--- config.mk ---
export PLATFORM = sky130hd
export DESIGN_NAME = status_generate
export DESIGN_NICKNAME = d
export VERILOG_FILES = /design/src/hw/status_gen_pkg.sv /design/src/hw/status_generate.sv /design/src/hw/status_packetizer.sv /design/src/hw/status_watch.sv /design/src/hw/status_cmd_regs.sv
export SDC_FILE = /design/constraint.sdc
export NUM_CORES = 1
export LEC_CHECK = 0
export ABC_CLOCK_PERIOD_IN_PS = 4600
export BUFFER_PORTS_ARGS = -buffer_cell sky130_fd_sc_hd__buf_4
export CAP_MARGIN = 20
export CORE_MARGIN = 3
export CORE_UTILIZATION = 40
export DETAILED_ROUTE_END_ITERATION = 12
export SYNTH_ARGS = -nofsm -noshare
export SYNTH_HDL_FRONTEND = slang
export SYNTH_HIERARCHICAL = 1
export SYNTH_SLANG_ARGS = --single-unit
--- constraint.sdc ---
create_clock -name rst -period 4.6 [get_ports rst]
set_clock_uncertainty 0.15 [all_clocks]
set_input_delay 0 -clock rst [delete_from_list [all_inputs] [get_ports rst]]
set_output_delay 0 -clock rst [all_outputs]
set_load 0.01 [all_outputs]
--- src/hw/status_gen_pkg.sv ---
// status generator shared definitions
`default_nettype none

package status_gen_pkg;

    // mode field of the command byte
    typedef enum logic [1:0] {
        MODE_OFF       = 2'd0, // no status packets
        MODE_SINGLE    = 2'd1, // one packet per command write
        MODE_AUTO_KEEP = 2'd2, // packet on each status change, seq fixed
        MODE_AUTO_INC  = 2'd3  // packet on each status change, seq += 1
    } status_mode_e;

    // one byte of the address/data bus
    typedef logic [7:0] byte_t;

    // sequence number width, low part of the command byte
    localparam int SEQ_BITS = 6;

    // mode sits above the sequence number, bits 7..6
    localparam int MODE_LSB = 6;

    // total packet length in bytes, address byte included
    // first payload byte carries seq and status[1:0], the rest status[..:2]
    function automatic int packet_bytes(input int payload_bits);
        int nbytes;
        nbytes = (payload_bits + 21) / 8; // 15 bits -> 4 bytes
        return nbytes;
    endfunction

endpackage

`default_nettype wire
--- src/hw/status_generate.sv ---
// byte-serial status reporter
`default_nettype none

module status_generate #(
    parameter int STATUS_REG_ADDR = 7,  // address byte of each packet
    parameter int PAYLOAD_BITS    = 15, // status width, 2..26
    parameter int REGISTER_STATUS = 1   // 1: register status from another domain
) (
    input  wire                         rst,    // clock
    input  wire                         clk,    // async reset, active high
    input  wire                         srst,   // sync reset
    input  wire                         we,     // command write strobe
    input  wire status_gen_pkg::byte_t  wd,     // {mode[1:0], seq[5:0]}
    input  wire [PAYLOAD_BITS-1:0]      status, // parallel status to report
    input  wire                         start,  // ack of the address byte
    output wire status_gen_pkg::byte_t  ad,     // address/data bus
    output wire                         rq      // request, low on the last byte
);

    wire [status_gen_pkg::SEQ_BITS-1:0] seq;            // cmd regs -> packetizer
    wire                                auto_en;        // auto mode enabled
    wire                                cmd_pend;       // single request pending
    wire [PAYLOAD_BITS-1:0]             status_now;     // status after input stage
    wire                                status_changed; // change since last packet

    status_cmd_regs u_cmd_regs (
        .rst      (rst),
        .clk      (clk),
        .srst     (srst),
        .we       (we),
        .wd       (wd),
        .start    (start),
        .seq      (seq),
        .auto_en  (auto_en),
        .cmd_pend (cmd_pend)
    );

    status_watch #(
        .PAYLOAD_BITS    (PAYLOAD_BITS),
        .REGISTER_STATUS (REGISTER_STATUS)
    ) u_watch (
        .rst            (rst),
        .clk            (clk),
        .srst           (srst),
        .status         (status),
        .start          (start),
        .status_now     (status_now),
        .status_changed (status_changed)
    );

    status_packetizer #(
        .STATUS_REG_ADDR (STATUS_REG_ADDR),
        .PAYLOAD_BITS    (PAYLOAD_BITS)
    ) u_packetizer (
        .rst            (rst),
        .clk            (clk),
        .srst           (srst),
        .start          (start),
        .seq            (seq),
        .auto_en        (auto_en),
        .cmd_pend       (cmd_pend),
        .status_now     (status_now),
        .status_changed (status_changed),
        .ad             (ad),
        .rq             (rq)
    );

endmodule

`default_nettype wire

--- src/hw/status_packetizer.sv ---
// status packet byte shifter
`default_nettype none

module status_packetizer #(
    parameter int STATUS_REG_ADDR = 7,  // address byte of the packet
    parameter int PAYLOAD_BITS    = 15  // status width, 2..26
) (
    input  wire                                 rst,            // clock
    input  wire                                 clk,            // async reset, active high
    input  wire                                 srst,           // sync reset
    input  wire                                 start,          // ack of the address byte
    input  wire [status_gen_pkg::SEQ_BITS-1:0]  seq,            // sequence number
    input  wire                                 auto_en,        // auto mode active
    input  wire                                 cmd_pend,       // command asked for a packet
    input  wire [PAYLOAD_BITS-1:0]              status_now,     // status to capture at start
    input  wire                                 status_changed, // status differs from last sent
    output status_gen_pkg::byte_t               ad,             // address/data byte
    output logic                                rq              // low on the last byte
);

    localparam int NUM_BYTES = status_gen_pkg::packet_bytes(PAYLOAD_BITS);
    localparam int DATA_BITS = (NUM_BYTES - 1) * 8; // payload bytes only
    localparam status_gen_pkg::byte_t ADDR_BYTE = status_gen_pkg::byte_t'(STATUS_REG_ADDR);

    logic                 need_send; // something to send
    logic                 snd_rest;  // past the address, more payload to shift
    logic [NUM_BYTES-2:0] rq_r;      // one bit per byte that keeps rq high
    logic [DATA_BITS-1:0] payload_w; // aligned payload from live inputs
    logic [DATA_BITS-1:0] data;      // output shifter, low byte on the bus

    assign need_send = cmd_pend || (auto_en && status_changed);
    assign rq        = rq_r[0];
    // top bit drops at start, so this is the payload phase
    assign snd_rest  = rq_r[0] && !rq_r[NUM_BYTES-2]; // never true for 2-byte packets
    assign ad        = data[7:0];

    // payload layout
    // byte 0: {seq, status[1:0]}, then status[9:2], status[17:10], ...
    always_comb begin
        payload_w = '0; // zero fill above PAYLOAD_BITS
        payload_w[1:0] = status_now[1:0];
        payload_w[2 +: status_gen_pkg::SEQ_BITS] = seq;
        for (int i = 2; i < PAYLOAD_BITS; i++) begin
            payload_w[i + 6] = status_now[i]; // skip over the seq field
        end
    end

    // request shift register
    // all ones while waiting for start, then drains one bit per cycle
    always_ff @(posedge rst or posedge clk) begin
        if (clk) begin
            rq_r <= '0;
        end else if (srst) begin
            rq_r <= '0;
        end else if (need_send && !rq_r[0]) begin
            rq_r <= '1; // NUM_BYTES-1 ones
        end else if (start || snd_rest) begin
            rq_r <= rq_r >> 1;
        end
    end

    // byte shifter
    // address shows whenever no payload is going out
    always_ff @(posedge rst or posedge clk) begin
        if (clk) begin
            data <= DATA_BITS'(ADDR_BYTE);
        end else if (srst) begin
            data <= DATA_BITS'(ADDR_BYTE);
        end else if (start) begin
            data <= payload_w; // status captured at the ack cycle
        end else if (snd_rest) begin
            data <= data >> 8; // next payload byte
        end else begin
            data <= DATA_BITS'(ADDR_BYTE); // idle or waiting
        end
    end

endmodule

`default_nettype wire

--- src/hw/status_watch.sv ---
// status change detector
`default_nettype none

module status_watch #(
    parameter int PAYLOAD_BITS    = 15, // status width, 2..26
    parameter int REGISTER_STATUS = 1   // 1: status comes from another clock domain
) (
    input  wire                     rst,            // clock
    input  wire                     clk,            // async reset, active high
    input  wire                     srst,           // sync reset
    input  wire  [PAYLOAD_BITS-1:0] status,         // raw parallel status
    input  wire                     start,          // downstream ack, freezes the status
    output logic [PAYLOAD_BITS-1:0] status_now,     // registered or direct status
    output logic                    status_changed  // sticky, differs from last sent copy
);

    logic [PAYLOAD_BITS-1:0] status_frz; // copy taken at the last start

    // optional input stage
    if (REGISTER_STATUS != 0) begin : g_reg
        logic [PAYLOAD_BITS-1:0] status_r; // one cycle behind status

        always_ff @(posedge rst or posedge clk) begin
            if (clk) begin
                status_r <= '0;
            end else if (srst) begin
                status_r <= '0;
            end else begin
                status_r <= status;
            end
        end

        assign status_now = status_r;
    end else begin : g_direct
        assign status_now = status; // same clock domain, no lag
    end

    // frozen copy, this is what went out in the last packet
    always_ff @(posedge rst or posedge clk) begin
        if (clk) begin
            status_frz <= '0;
        end else if (srst) begin
            status_frz <= '0;
        end else if (start) begin
            status_frz <= status_now;
        end
    end

    // change flag
    // stays set even if the status goes back to the frozen value
    always_ff @(posedge rst or posedge clk) begin
        if (clk) begin
            status_changed <= 1'b0;
        end else if (srst) begin
            status_changed <= 1'b0;
        end else if (start) begin
            status_changed <= 1'b0; // new reference taken this cycle
        end else begin
            status_changed <= status_changed || (status_frz != status_now);
        end
    end

endmodule

`default_nettype wire

--- src/hw/status_cmd_regs.sv ---
// status command register
`default_nettype none

module status_cmd_regs (
    input  wire                                 rst,      // clock
    input  wire                                 clk,      // async reset, active high
    input  wire                                 srst,     // sync reset
    input  wire                                 we,       // command write strobe
    input  wire status_gen_pkg::byte_t          wd,       // {mode, seq}
    input  wire                                 start,    // downstream ack of the address byte
    output logic [status_gen_pkg::SEQ_BITS-1:0] seq,      // sequence number sent in payload
    output logic                                auto_en,  // auto modes, mode bit 1
    output logic                                cmd_pend  // send requested by a command write
);

    status_gen_pkg::status_mode_e        mode;   // current mode
    status_gen_pkg::status_mode_e        mode_w; // mode field of wd
    logic [status_gen_pkg::SEQ_BITS-1:0] seq_w;  // seq field of wd

    // split the command byte
    assign mode_w  = status_gen_pkg::status_mode_e'(wd[status_gen_pkg::MODE_LSB +: 2]);
    assign seq_w   = wd[status_gen_pkg::SEQ_BITS-1:0];
    assign auto_en = mode[1]; // both auto modes have bit 1 set

    // mode register
    always_ff @(posedge rst or posedge clk) begin
        if (clk) begin
            mode <= status_gen_pkg::MODE_OFF;
        end else if (srst) begin
            mode <= status_gen_pkg::MODE_OFF;
        end else if (we) begin
            mode <= mode_w;
        end
    end

    // sequence number, a write wins over the auto increment
    always_ff @(posedge rst or posedge clk) begin
        if (clk) begin
            seq <= '0;
        end else if (srst) begin
            seq <= '0;
        end else if (we) begin
            seq <= seq_w;
        end else if (start && (mode == status_gen_pkg::MODE_AUTO_INC)) begin
            seq <= seq + 1'b1; // wraps at 63
        end
    end

    // pending request from a write with a nonzero mode
    always_ff @(posedge rst or posedge clk) begin
        if (clk) begin
            cmd_pend <= 1'b0;
        end else if (srst) begin
            cmd_pend <= 1'b0;
        end else if (we && (mode_w != status_gen_pkg::MODE_OFF)) begin
            cmd_pend <= 1'b1; // off mode only updates the registers
        end else if (start) begin
            cmd_pend <= 1'b0; // served by this packet
        end
    end

endmodule

`default_nettype wire

==> results of run 1 <==
-- power groups by stage --
stage,Clock [W],Sequential [W],Combinational (W)
floorplan,0,0.000617,0.0000763
global placement,0,0.000623,0.000111
detailed placement,0,0.000623,0.000112
CTS,0.000468,0.000613,0.000138
global route,0.000497,0.000616,0.000156
finish,0.000451,0.000612,0.000139
-- worst min-delay path, cell delays in order --
cell and delay [ns]:
buf_4 0.24, nor2_1 0.14, o31ai_1 0.07
-- layout make-up --
class	count	area [um2]	share of cell area
Sequential cell	64	1610	0.450
Clock buffer	16	190	0.0533
Inverter	5	18.8	0.00526
Tap cell	77	96.3	0.0270
Timing Repair Buffer	75	676	0.189
Multi-Input combinational cell	135	985	0.276
-- cells in the mapped netlist (2+ instances only) --
cell type,n,share of area
dfrtp_1,61,0.56
nor2_1,25,0.035
mux2i_1,18,0.066
nor2b_1,15,0.035
xnor2_1,12,0.039
a22o_1,10,0.032
and2_1,8,0.018
buf_4,8,0.022
xor2_1,5,0.016
clkbuf_1,4,0.0055
inv_1,4,0.0055
nand4_1,4,0.0092
a211oi_1,3,0.0083
a21oi_1,3,0.0055
buf_2,3,0.0055
dfstp_2,3,0.029
o21ai_0,3,0.0055
o22a_1,3,0.0097
o31ai_1,3,0.0083
or3_1,3,0.0069
a311oi_1,2,0.0065
nand2b_1,2,0.0046
nand3_1,2,0.0037
or4_1,2,0.0055
-- path summary, 6_finish.rpt --
kind | startpoint | to | slack, ns
setup / recovery | u_cmd_regs/mode[1] | u_cmd_regs/mode[1] | 2.58
hold / removal | start | u_packetizer/rq_r[1] | 0.03
setup reg to reg | u_cmd_regs/mode[1] | u_cmd_regs/mode[1] | 2.58
hold reg to reg | u_packetizer/data[17] | u_packetizer/data[9] | 0.31
max in group asynchronous | clk | u_watch/status_now[10] | 3.83
min in group asynchronous | clk | u_cmd_regs/mode[0] | 0.08
-- stage by stage --
stage | power [W] | util | setup WS, ns | cells | hold slack, ns
6_report | 0.00120 | 0.553 | 2.58 | 372 | 0.0278
5_1_grt | 0.00127 | 0.553 | 2.53 | 372 | 0.0329
4_1_cts | 0.00122 | 0.549 | 2.61 | 371 | 0.00158
3_5_place_dp | 0.000736 | 0.462 | 3.02 | 318 | -0.136
3_3_place_gp | 0.000734 | 0.462 | 3.05 | 318 | -0.139
2_1_floorplan | 0.000693 | - | 3.09 | 221 | -0.322
-- metal layers --
layer | global-route usage | vias up | part of all wire
met1 | 0.200 | 886 | 0.44
met4 | 0.0783 | 0 | 0.020
li1 | - | 886 | -
met2 | 0.249 | 33 | 0.50
met5 | 0 | - | 0
met3 | 0.0345 | 10 | 0.037
-- cell families (layout without fill, tap and decap cells) --
group / Yosys count / count (layout) / synth area share
flops: 64 / 64 / 0.592
mux: 18 / 18 / 0.0664
compound gates: 30 / 30 / 0.0844
xor+xnor: 17 / 17 / 0.0549
fa+ha+maj: 1 / 1 / 0.00461
simple gates: 69 / 69 / 0.153
buf+inv: 22 / 96 / 0.0456
-- sequential cells by signal (all words and copies together), names as in the netlist --
register / cells
u_cmd_regs/mode: 2
u_watch/status_changed: 1
u_cmd_regs/cmd_pend: 1
u_cmd_regs/seq: 6
u_packetizer/rq_r: 3
u_watch/status_frz: 15
u_watch/status_now: 15
u_packetizer/data: 21
==> key figures, run 1 <==
Run status
  – Status: finished clean

CTS
  – Root buffer cell: clkbuf_8
  – Clock slew at reported path FFs: 0.07 ns
  – Worst-Skew Late Latency: 0.33 ns
  – Inserted Clock Buffers: 9
  – Clk sinks: 64
  – CTS max path bufs: 2
  – # hold bufs at CTS: 37
  – # H-tree levels: 3
  – Post-cts sizing count: 0
  – TritonCTS clock tree: done
  – Post-CTS setup buffer count: 0

Yosys
  – Synth warn: 6
  – Ys async rst share: 1.00
  – Mapped Cells: 221
  – Synthesized area: 2710 um2
  – Top FF cell, synth: dfrtp_1
  – Library cells used by synthesis: 39
  – Post-synthesis sequential area ratio: 0.592
  – Post-Syn Nets: 250
  – Number of synthesized flops with an enable pin: 0
  – Synthesized flop and latch total: 64
  – Post-synthesis area per instance: 12.3 um2

Floorplanning
  – Initial Util: 0.420
  – Die Ht: 88.4 um
  – Core ar.: 6460 um2
  – IO Pins: 37
  – Die outline width: 88.4 um
  – Row cnt: 29
  – Die ar.: 7810 um2

STA
  – Hold Fails Final Rpt: 0
  – Fin crit period: 2.02 ns
  – Worst slew pin tran: 0.590 ns
  – Achievable frequency: 0.496 GHz
  – Final slew viol count: 0
  – Final setup viols: 0
  – Max-slew headroom: 0.605
  – RSZ-0062 raised after global routing: false
  – TNS Setup: 0 ns
  – Final Cycle Share: 0.439

Place
  – Placer Congestion: 0.725
  – Placed cell areas: 2980 um2
  – DP HPWL: 3.25 mm
  – Port bufs: 36

Power
  – P_sw: 0.000278 W
  – Reg power frac: 0.509
  – Combinational fraction of design power: 0.116
  – Peak VDD IR: 0.146 mV
  – Pwr dens: 337 nW/um2
  – Cell-internal power: 0.000924 W
  – Sw frac: 0.231
  – Share of total power in the clock network: 0.375
  – Leakage: 1.68 nW

Detailed routing
  – Vias per inst: 4.88
  – Average wire per cell in the routed design: 14.2 um
  – Drt pass-1 iters: 4
  – Vias: 1,815
  – Starting DRT DRC Count: 67
  – DRC Markers: 0
  – Post-route ant nets: 0
  – Final wirelength: 5.30 mm

Critical path
  – CP Buf/Inv Count: 2
  – CP max-delay cell: dlygate4sd3_1
  – Arrival time at the worst endpoint: 2.08 ns
  – Critical path's largest stage delay: 0.57 ns
  – CP Data Required Time: 4.66 ns
  – Critical path startpoint category: register
  – R2R cell count: 4
  – Cell Chain, Critical Path: mux2i_1 > dlygate4sd3_1 > nor2_1 > dlygate4sd3_1
  – CP Max Fanout: 4
  – Stages on the worst setup path: 4
  – Worst path top cell family by delay: buffers and inverters
  – Crit path kind: register to register
  – CP most frequent cell: dlygate4sd3_1
  – Crit end category: register

Global route
  – Vias in the first global route: 1,903
  – Global-route wire length before repair: 9.13 mm
  – Largest net degree at the start of global routing: 49
  – Antenna violations before repair: 0
  – Tot GR Track Use: 0.156
  – Congestion Overflow GR: 0

Flow run
  – Max cap viols: 0

Final layout
  – Commonest cells after routing, fill and taps aside: dfrtp_1, dlygate4sd3_1, buf_4
  – Nets: 319
  – Commonest non-fill, non-tap cell in the layout: dfrtp_1
  – Finished layout cell area: 3570 um2
  – Fillers: 566
  – Share of cells above drive strength 1: 0.203
  – Antenna Cells: 0
  – Area grow syn2layout: 31.6%

Hold path
  – Min-Delay Path Depth: 3
  – Class of the worst hold path: input pin to register
(Power assumes the default switching activity.)
==> run 2, diff against run 1 <==
--- a/config.mk
+++ b/config.mk
@@ -5,7 +5,7 @@
 export SDC_FILE = /design/constraint.sdc
 export NUM_CORES = 1
 export LEC_CHECK = 0
-export ABC_CLOCK_PERIOD_IN_PS = 4600
+export ABC_CLOCK_PERIOD_IN_PS = 1800
 export BUFFER_PORTS_ARGS = -buffer_cell sky130_fd_sc_hd__buf_4
 export CAP_MARGIN = 20
 export CORE_MARGIN = 3
==> constraint.sdc (replaced) <==
create_clock -name rst -period 1.8 [get_ports rst]
set_clock_uncertainty 0.15 [all_clocks]
set_input_delay 0 -clock rst [delete_from_list [all_inputs] [get_ports rst]]
set_output_delay 0 -clock rst [all_outputs]
set_load 0.01 [all_outputs]
==> key figures, run 2 (same netlist as run 1, synthesis figures left out) <==
CTS
  – CTS max path bufs: 2
  – Post-CTS setup buffer count: 0
  – TritonCTS clock tree: done
  – Inserted Clock Buffers: 9
  – Clock slew at reported path FFs: 0.07 ns
  – Root buffer cell: clkbuf_8
  – # H-tree levels: 3
  – Worst-Skew Late Latency: 0.33 ns
  – Clk sinks: 64

Final layout
  – Most flops, register: u_packetizer/data
  – Number of flip-flops in the largest register: 21
  – Share of cells above drive strength 1: 0.225
  – Commonest non-fill, non-tap cell in the layout: dfrtp_1
  – Finished layout cell area: 3610 um2
  – Area grow syn2layout: 32.9%
  – Antenna Cells: 0
  – Commonest cells after routing, fill and taps aside: dfrtp_1, buf_4, dlygate4sd3_1
  – Nets: 322

STA
  – Final hold slack: 0.0254 ns
  – Fin crit period: 1.71 ns
  – TNS Setup: 0 ns
  – Final Cycle Share: 0.951
  – RSZ-0062 raised after global routing: false
  – Max-slew headroom: 0.594
  – Hold Fails Final Rpt: 0
  – Worst slew pin tran: 0.607 ns
  – Final setup viols: 0
  – Achievable frequency: 0.584 GHz
  – Final slew viol count: 0

Power
  – Peak VDD IR: 0.483 mV
  – Leakage: 1.69 nW
  – Pwr dens: 891 nW/um2

Critical path
  – CP Max Fanout: 8
  – CP max-delay cell: dlygate4sd3_1
  – Crit end category: register
  – CP Data Required Time: 1.92 ns
  – Worst R2R Start: u_cmd_regs/mode[0]
  – Worst r2r dst: u_cmd_regs/seq[0]
  – Arrival time at the worst endpoint: 1.83 ns
  – Cell Chain, Critical Path: nand3_4 > xor2_1 > a211oi_1 > dlygate4sd3_1
  – Critical path's largest stage delay: 0.57 ns
  – Critical path startpoint category: register
  – Crit path kind: register to register
  – R2R cell count: 4
  – Reg2Reg Setup Slack: 0.09 ns

Detailed routing
  – Post-route ant nets: 0
  – Met2 wire len: 2.68 mm
  – Starting DRT DRC Count: 78
  – Highest Signal Layer: met4
  – WL met1: 2.33 mm
  – Average wire per cell in the routed design: 14.2 um
  – Vias per inst: 4.87
  – Vias: 1,826
  – Drt pass-1 iters: 4
  – Final wirelength: 5.31 mm
  – Met3 Wirelength: 219 um
  – DRC Markers: 0

Floorplanning
  – Die Ht: 88.4 um
  – Initial Util: 0.420
  – Row cnt: 29
  – Die ar.: 7810 um2
  – IO Pins: 37
  – Die outline width: 88.4 um
  – Core ar.: 6460 um2

Global route
  – Vias in the first global route: 1,866
  – Global-route wire length before repair: 8.99 mm
  – Congestion Overflow GR: 0
  – Antenna violations before repair: 0
  – Tot GR Track Use: 0.154
  – Largest net degree at the start of global routing: 32

Hold path
  – Min-Delay Path Depth: 3
  – Hold EP: u_packetizer/data[0]
  – Class of the worst hold path: input pin to register
  – Hold Startpoint: start

Flow run
  – Max cap viols: 0

Place
  – Port bufs: 36
  – Placer Congestion: 0.752
  – DP HPWL: 3.36 mm
  – Placed cell areas: 3010 um2

Run status
  – Status: finished clean
## run 2: cell count changes in the layout (fill, tap and decap cells not counted), sizes merged
cell      delta
bufinv       +1
buf          +3
clkinv       +1
inv          -1
clkbuf       -2
clkinvlp     +1
## run 2: what timing repair did
| item | in CTS | in global routing |
|---|---|---|
| hold buffers | 37 | 0 |
| gates resized for setup | 0 | 2 |
| endpoints found under the setup margin | 0 | 3 |
| endpoints found under the hold margin | 101 | 0 |
## run 2: stage by stage
step                      power [W]  worst slack, ns  instances   util
after detailed placement    0.00188            0.229        322  0.466
after global routing        0.00337          0.00868        375  0.558
after floorplan             0.00177            0.290        221      -
final                       0.00321           0.0888        375  0.558
after CTS                   0.00325           0.0531        375  0.558
after global placement      0.00188            0.265        322  0.466
## run 2: how the worst max path moves through the flow
stage	from	to	slack [ns]	cells past startpoint
finish	u_cmd_regs/mode[0]	u_cmd_regs/seq[0]	0.09	4
CTS	u_cmd_regs/mode[1]	u_cmd_regs/seq[0]	0.05	4
global route	u_cmd_regs/mode[0]	u_cmd_regs/seq[0]	0.009	4
detailed placement	u_watch/status_now[0]	u_watch/status_changed	0.23	4
global placement	u_watch/status_now[0]	u_watch/status_changed	0.26	4
floorplan	u_watch/status_now[0]	u_watch/status_changed	0.29	4
## run 2: area by class of cell
type,instances,area (um2)
flip-flops and latches,64,1610
multi-input cells,135,985
clock inverters,2,35.0
inverters,5,22.5
repair buffers,78,678
fillers,567,2850
clock buffers,14,183
well taps,77,96.3
## run 2: power breakdown
part	total, W	switching (W)	internal [W]
registers	0.00157	0.0000568	0.00151
logic	0.000356	0.000157	0.000199
clock network	0.00129	0.000502	0.000789
## run 2: layer usage
layer	global-route usage	vias up
met3	0.0484	6
met2	0.258	35
met5	0	-
met4	0.0618	0
li1	-	893
met1	0.186	892
## run 2: critical path: cells and delay by family, from the launching register on
family	cells	cell delay, ns
flip-flops	1	0.42
XOR/XNOR	1	0.16
AND/OR/NAND/NOR	1	0.13
buffers and inverters	1	0.57
AO/OA/AOI/OAI	1	0.22
==> run 3, diff against run 2 <==
--- a/config.mk
+++ b/config.mk
@@ -11,6 +11,7 @@
 export CORE_MARGIN = 3
 export CORE_UTILIZATION = 40
 export DETAILED_ROUTE_END_ITERATION = 12
+export PLACE_DENSITY_LB_ADDON = 0.25
 export SYNTH_ARGS = -nofsm -noshare
 export SYNTH_HDL_FRONTEND = slang
 export SYNTH_HIERARCHICAL = 1
==> key figures, run 3 (same netlist as run 1, synthesis figures left out) <==
Final layout
  – Number of flip-flops in the largest register: 21
  – Commonest cells after routing, fill and taps aside: dfrtp_1, buf_4, dlygate4sd3_1
  – Nets: 321
  – Commonest non-fill, non-tap cell in the layout: dfrtp_1
  – Area grow syn2layout: 30.2%
  – Most flops, register: u_packetizer/data
  – Share of cells above drive strength 1: 0.224
  – Antenna Cells: 0

Power
  – Leakage: 1.66 nW
  – Pwr dens: 829 nW/um2
  – Total power: 0.00293 W
  – Peak VDD IR: 0.473 mV

Floorplanning
  – IO Pins: 37
  – Core ar.: 6460 um2
  – Die outline width: 88.4 um
  – Die Ht: 88.4 um
  – Initial Util: 0.420
  – Row cnt: 29
  – Die ar.: 7810 um2

Global route
  – Congestion Overflow GR: 0
  – Tot GR Track Use: 0.153
  – Antenna violations before repair: 0
  – Vias in the first global route: 1,901
  – Largest net degree at the start of global routing: 32
  – Global-route wire length before repair: 8.94 mm

STA
  – Final setup viols: 0
  – Worst slew pin tran: 0.566 ns
  – Achievable frequency: 0.630 GHz
  – TNS Setup: 0 ns
  – Final slew viol count: 0
  – Fin crit period: 1.59 ns
  – Final Cycle Share: 0.882
  – Hold Fails Final Rpt: 0
  – RSZ-0062 raised after global routing: false
  – Max-slew headroom: 0.621

CTS
  – TritonCTS clock tree: done
  – Clk sinks: 64
  – Inserted Clock Buffers: 9
  – Root buffer cell: clkbuf_8
  – Clock slew at reported path FFs: 0.06 ns
  – # H-tree levels: 3
  – CTS max path bufs: 2
  – Worst-Skew Late Latency: 0.33 ns

Critical path
  – Critical path startpoint category: register
  – Reg2Reg Setup Slack: 0.21 ns
  – Worst r2r dst: u_cmd_regs/seq[3]
  – Crit path kind: register to register
  – CP Data Required Time: 1.88 ns
  – Worst R2R Start: u_cmd_regs/mode[0]
  – Crit end category: register
  – Arrival time at the worst endpoint: 1.66 ns
  – CP Max Fanout: 7
  – R2R cell count: 4

Detailed routing
  – Drt pass-1 iters: 4
  – Vias per inst: 4.87
  – Average wire per cell in the routed design: 14.3 um
  – Vias: 1,812
  – Starting DRT DRC Count: 64
  – Post-route ant nets: 0
  – DRC Markers: 0
  – Final wirelength: 5.32 mm

Place
  – DP HPWL: 3.37 mm
  – Port bufs: 36
  – Placer Congestion: 0.740

Hold path
  – Hold Startpoint: start
  – Class of the worst hold path: input pin to register
  – Min-Delay Path Depth: 4
  – Hold EP: u_cmd_regs/seq[4]

Run status
  – Status: finished clean

Flow run
  – Max cap viols: 0
[run 3: cell types whose count changed in the layout (fill, tap and decap cells not counted), sizes merged]
| cell | delta |
|---|---|
| buf | +2 |
| clkbuf | -1 |
| bufinv | -1 |
| dlygate4sd3 | -3 |
[run 3: layer usage]
metal	routed length [um]	track usage	up-vias
met3	186	0.0307	11
met2	2550	0.247	36
met5	0	0	-
met4	109	0.0701	0
met1	2480	0.198	872
li1	-	-	893
[run 3: timing repair]
action                                  in CTS  in global routing
endpoints found under the setup margin       0                  1
resized for setup                            0                  3
buffers inserted                             0                  2
hold buffers                                35                  0
hold endpoints to repair                   102                  0
[run 3: stage by stage]
stage | hold WS [ns] | setup slack, ns | util | area [um2] | instances
2_1_floorplan | -0.322 | 0.290 | - | 2710 | 221
6_report | 0.0235 | 0.212 | 0.547 | 3530 | 372
4_1_cts | 0.0245 | 0.0458 | 0.545 | 3520 | 371
3_5_place_dp | -0.139 | 0.239 | 0.466 | 3010 | 322
5_1_grt | 0.0318 | 0.115 | 0.547 | 3530 | 372
3_3_place_gp | -0.142 | 0.268 | 0.466 | 3010 | 322
[run 3: cell type report]
class                   instances  area [um2]
clock buffers                  13         149
multi-input cells             135         990
repair buffers                 77         663
fillers                       556        2930
inverters                       5        22.5
clock inverters                 1        5.00
flip-flops and latches         64        1610
well taps                      77        96.3
[run 3: worst max path at each step]
stage / endpoint / slack, ns / from
2_1_floorplan: u_watch/status_changed / 0.29 / u_watch/status_now[0]
3_3_place_gp: u_watch/status_changed / 0.27 / u_watch/status_now[0]
3_5_place_dp: u_watch/status_changed / 0.24 / u_watch/status_now[0]
4_1_cts: u_cmd_regs/seq[0] / 0.05 / u_cmd_regs/mode[1]
5_1_grt: u_watch/status_changed / 0.12 / u_watch/status_now[0]
6_report: u_cmd_regs/seq[3] / 0.21 / u_cmd_regs/mode[0]
[run 3: critical path, stage by stage, from the launching register on]
cell and delay [ns]:
dfrtp_1 0.42, nand3_4 0.13, buf_4 0.16, or3_1 0.33, a311oi_1 0.28
[run 3: power by group]
part	switching (W)	leakage (nW)	internal, W	total (W)
clock	0.000484	0.0794	0.000521	0.00101
combinational	0.000159	0.731	0.000196	0.000355
sequential	0.0000558	0.845	0.00151	0.00157
total	0.000699	1.66	0.00223	0.00293
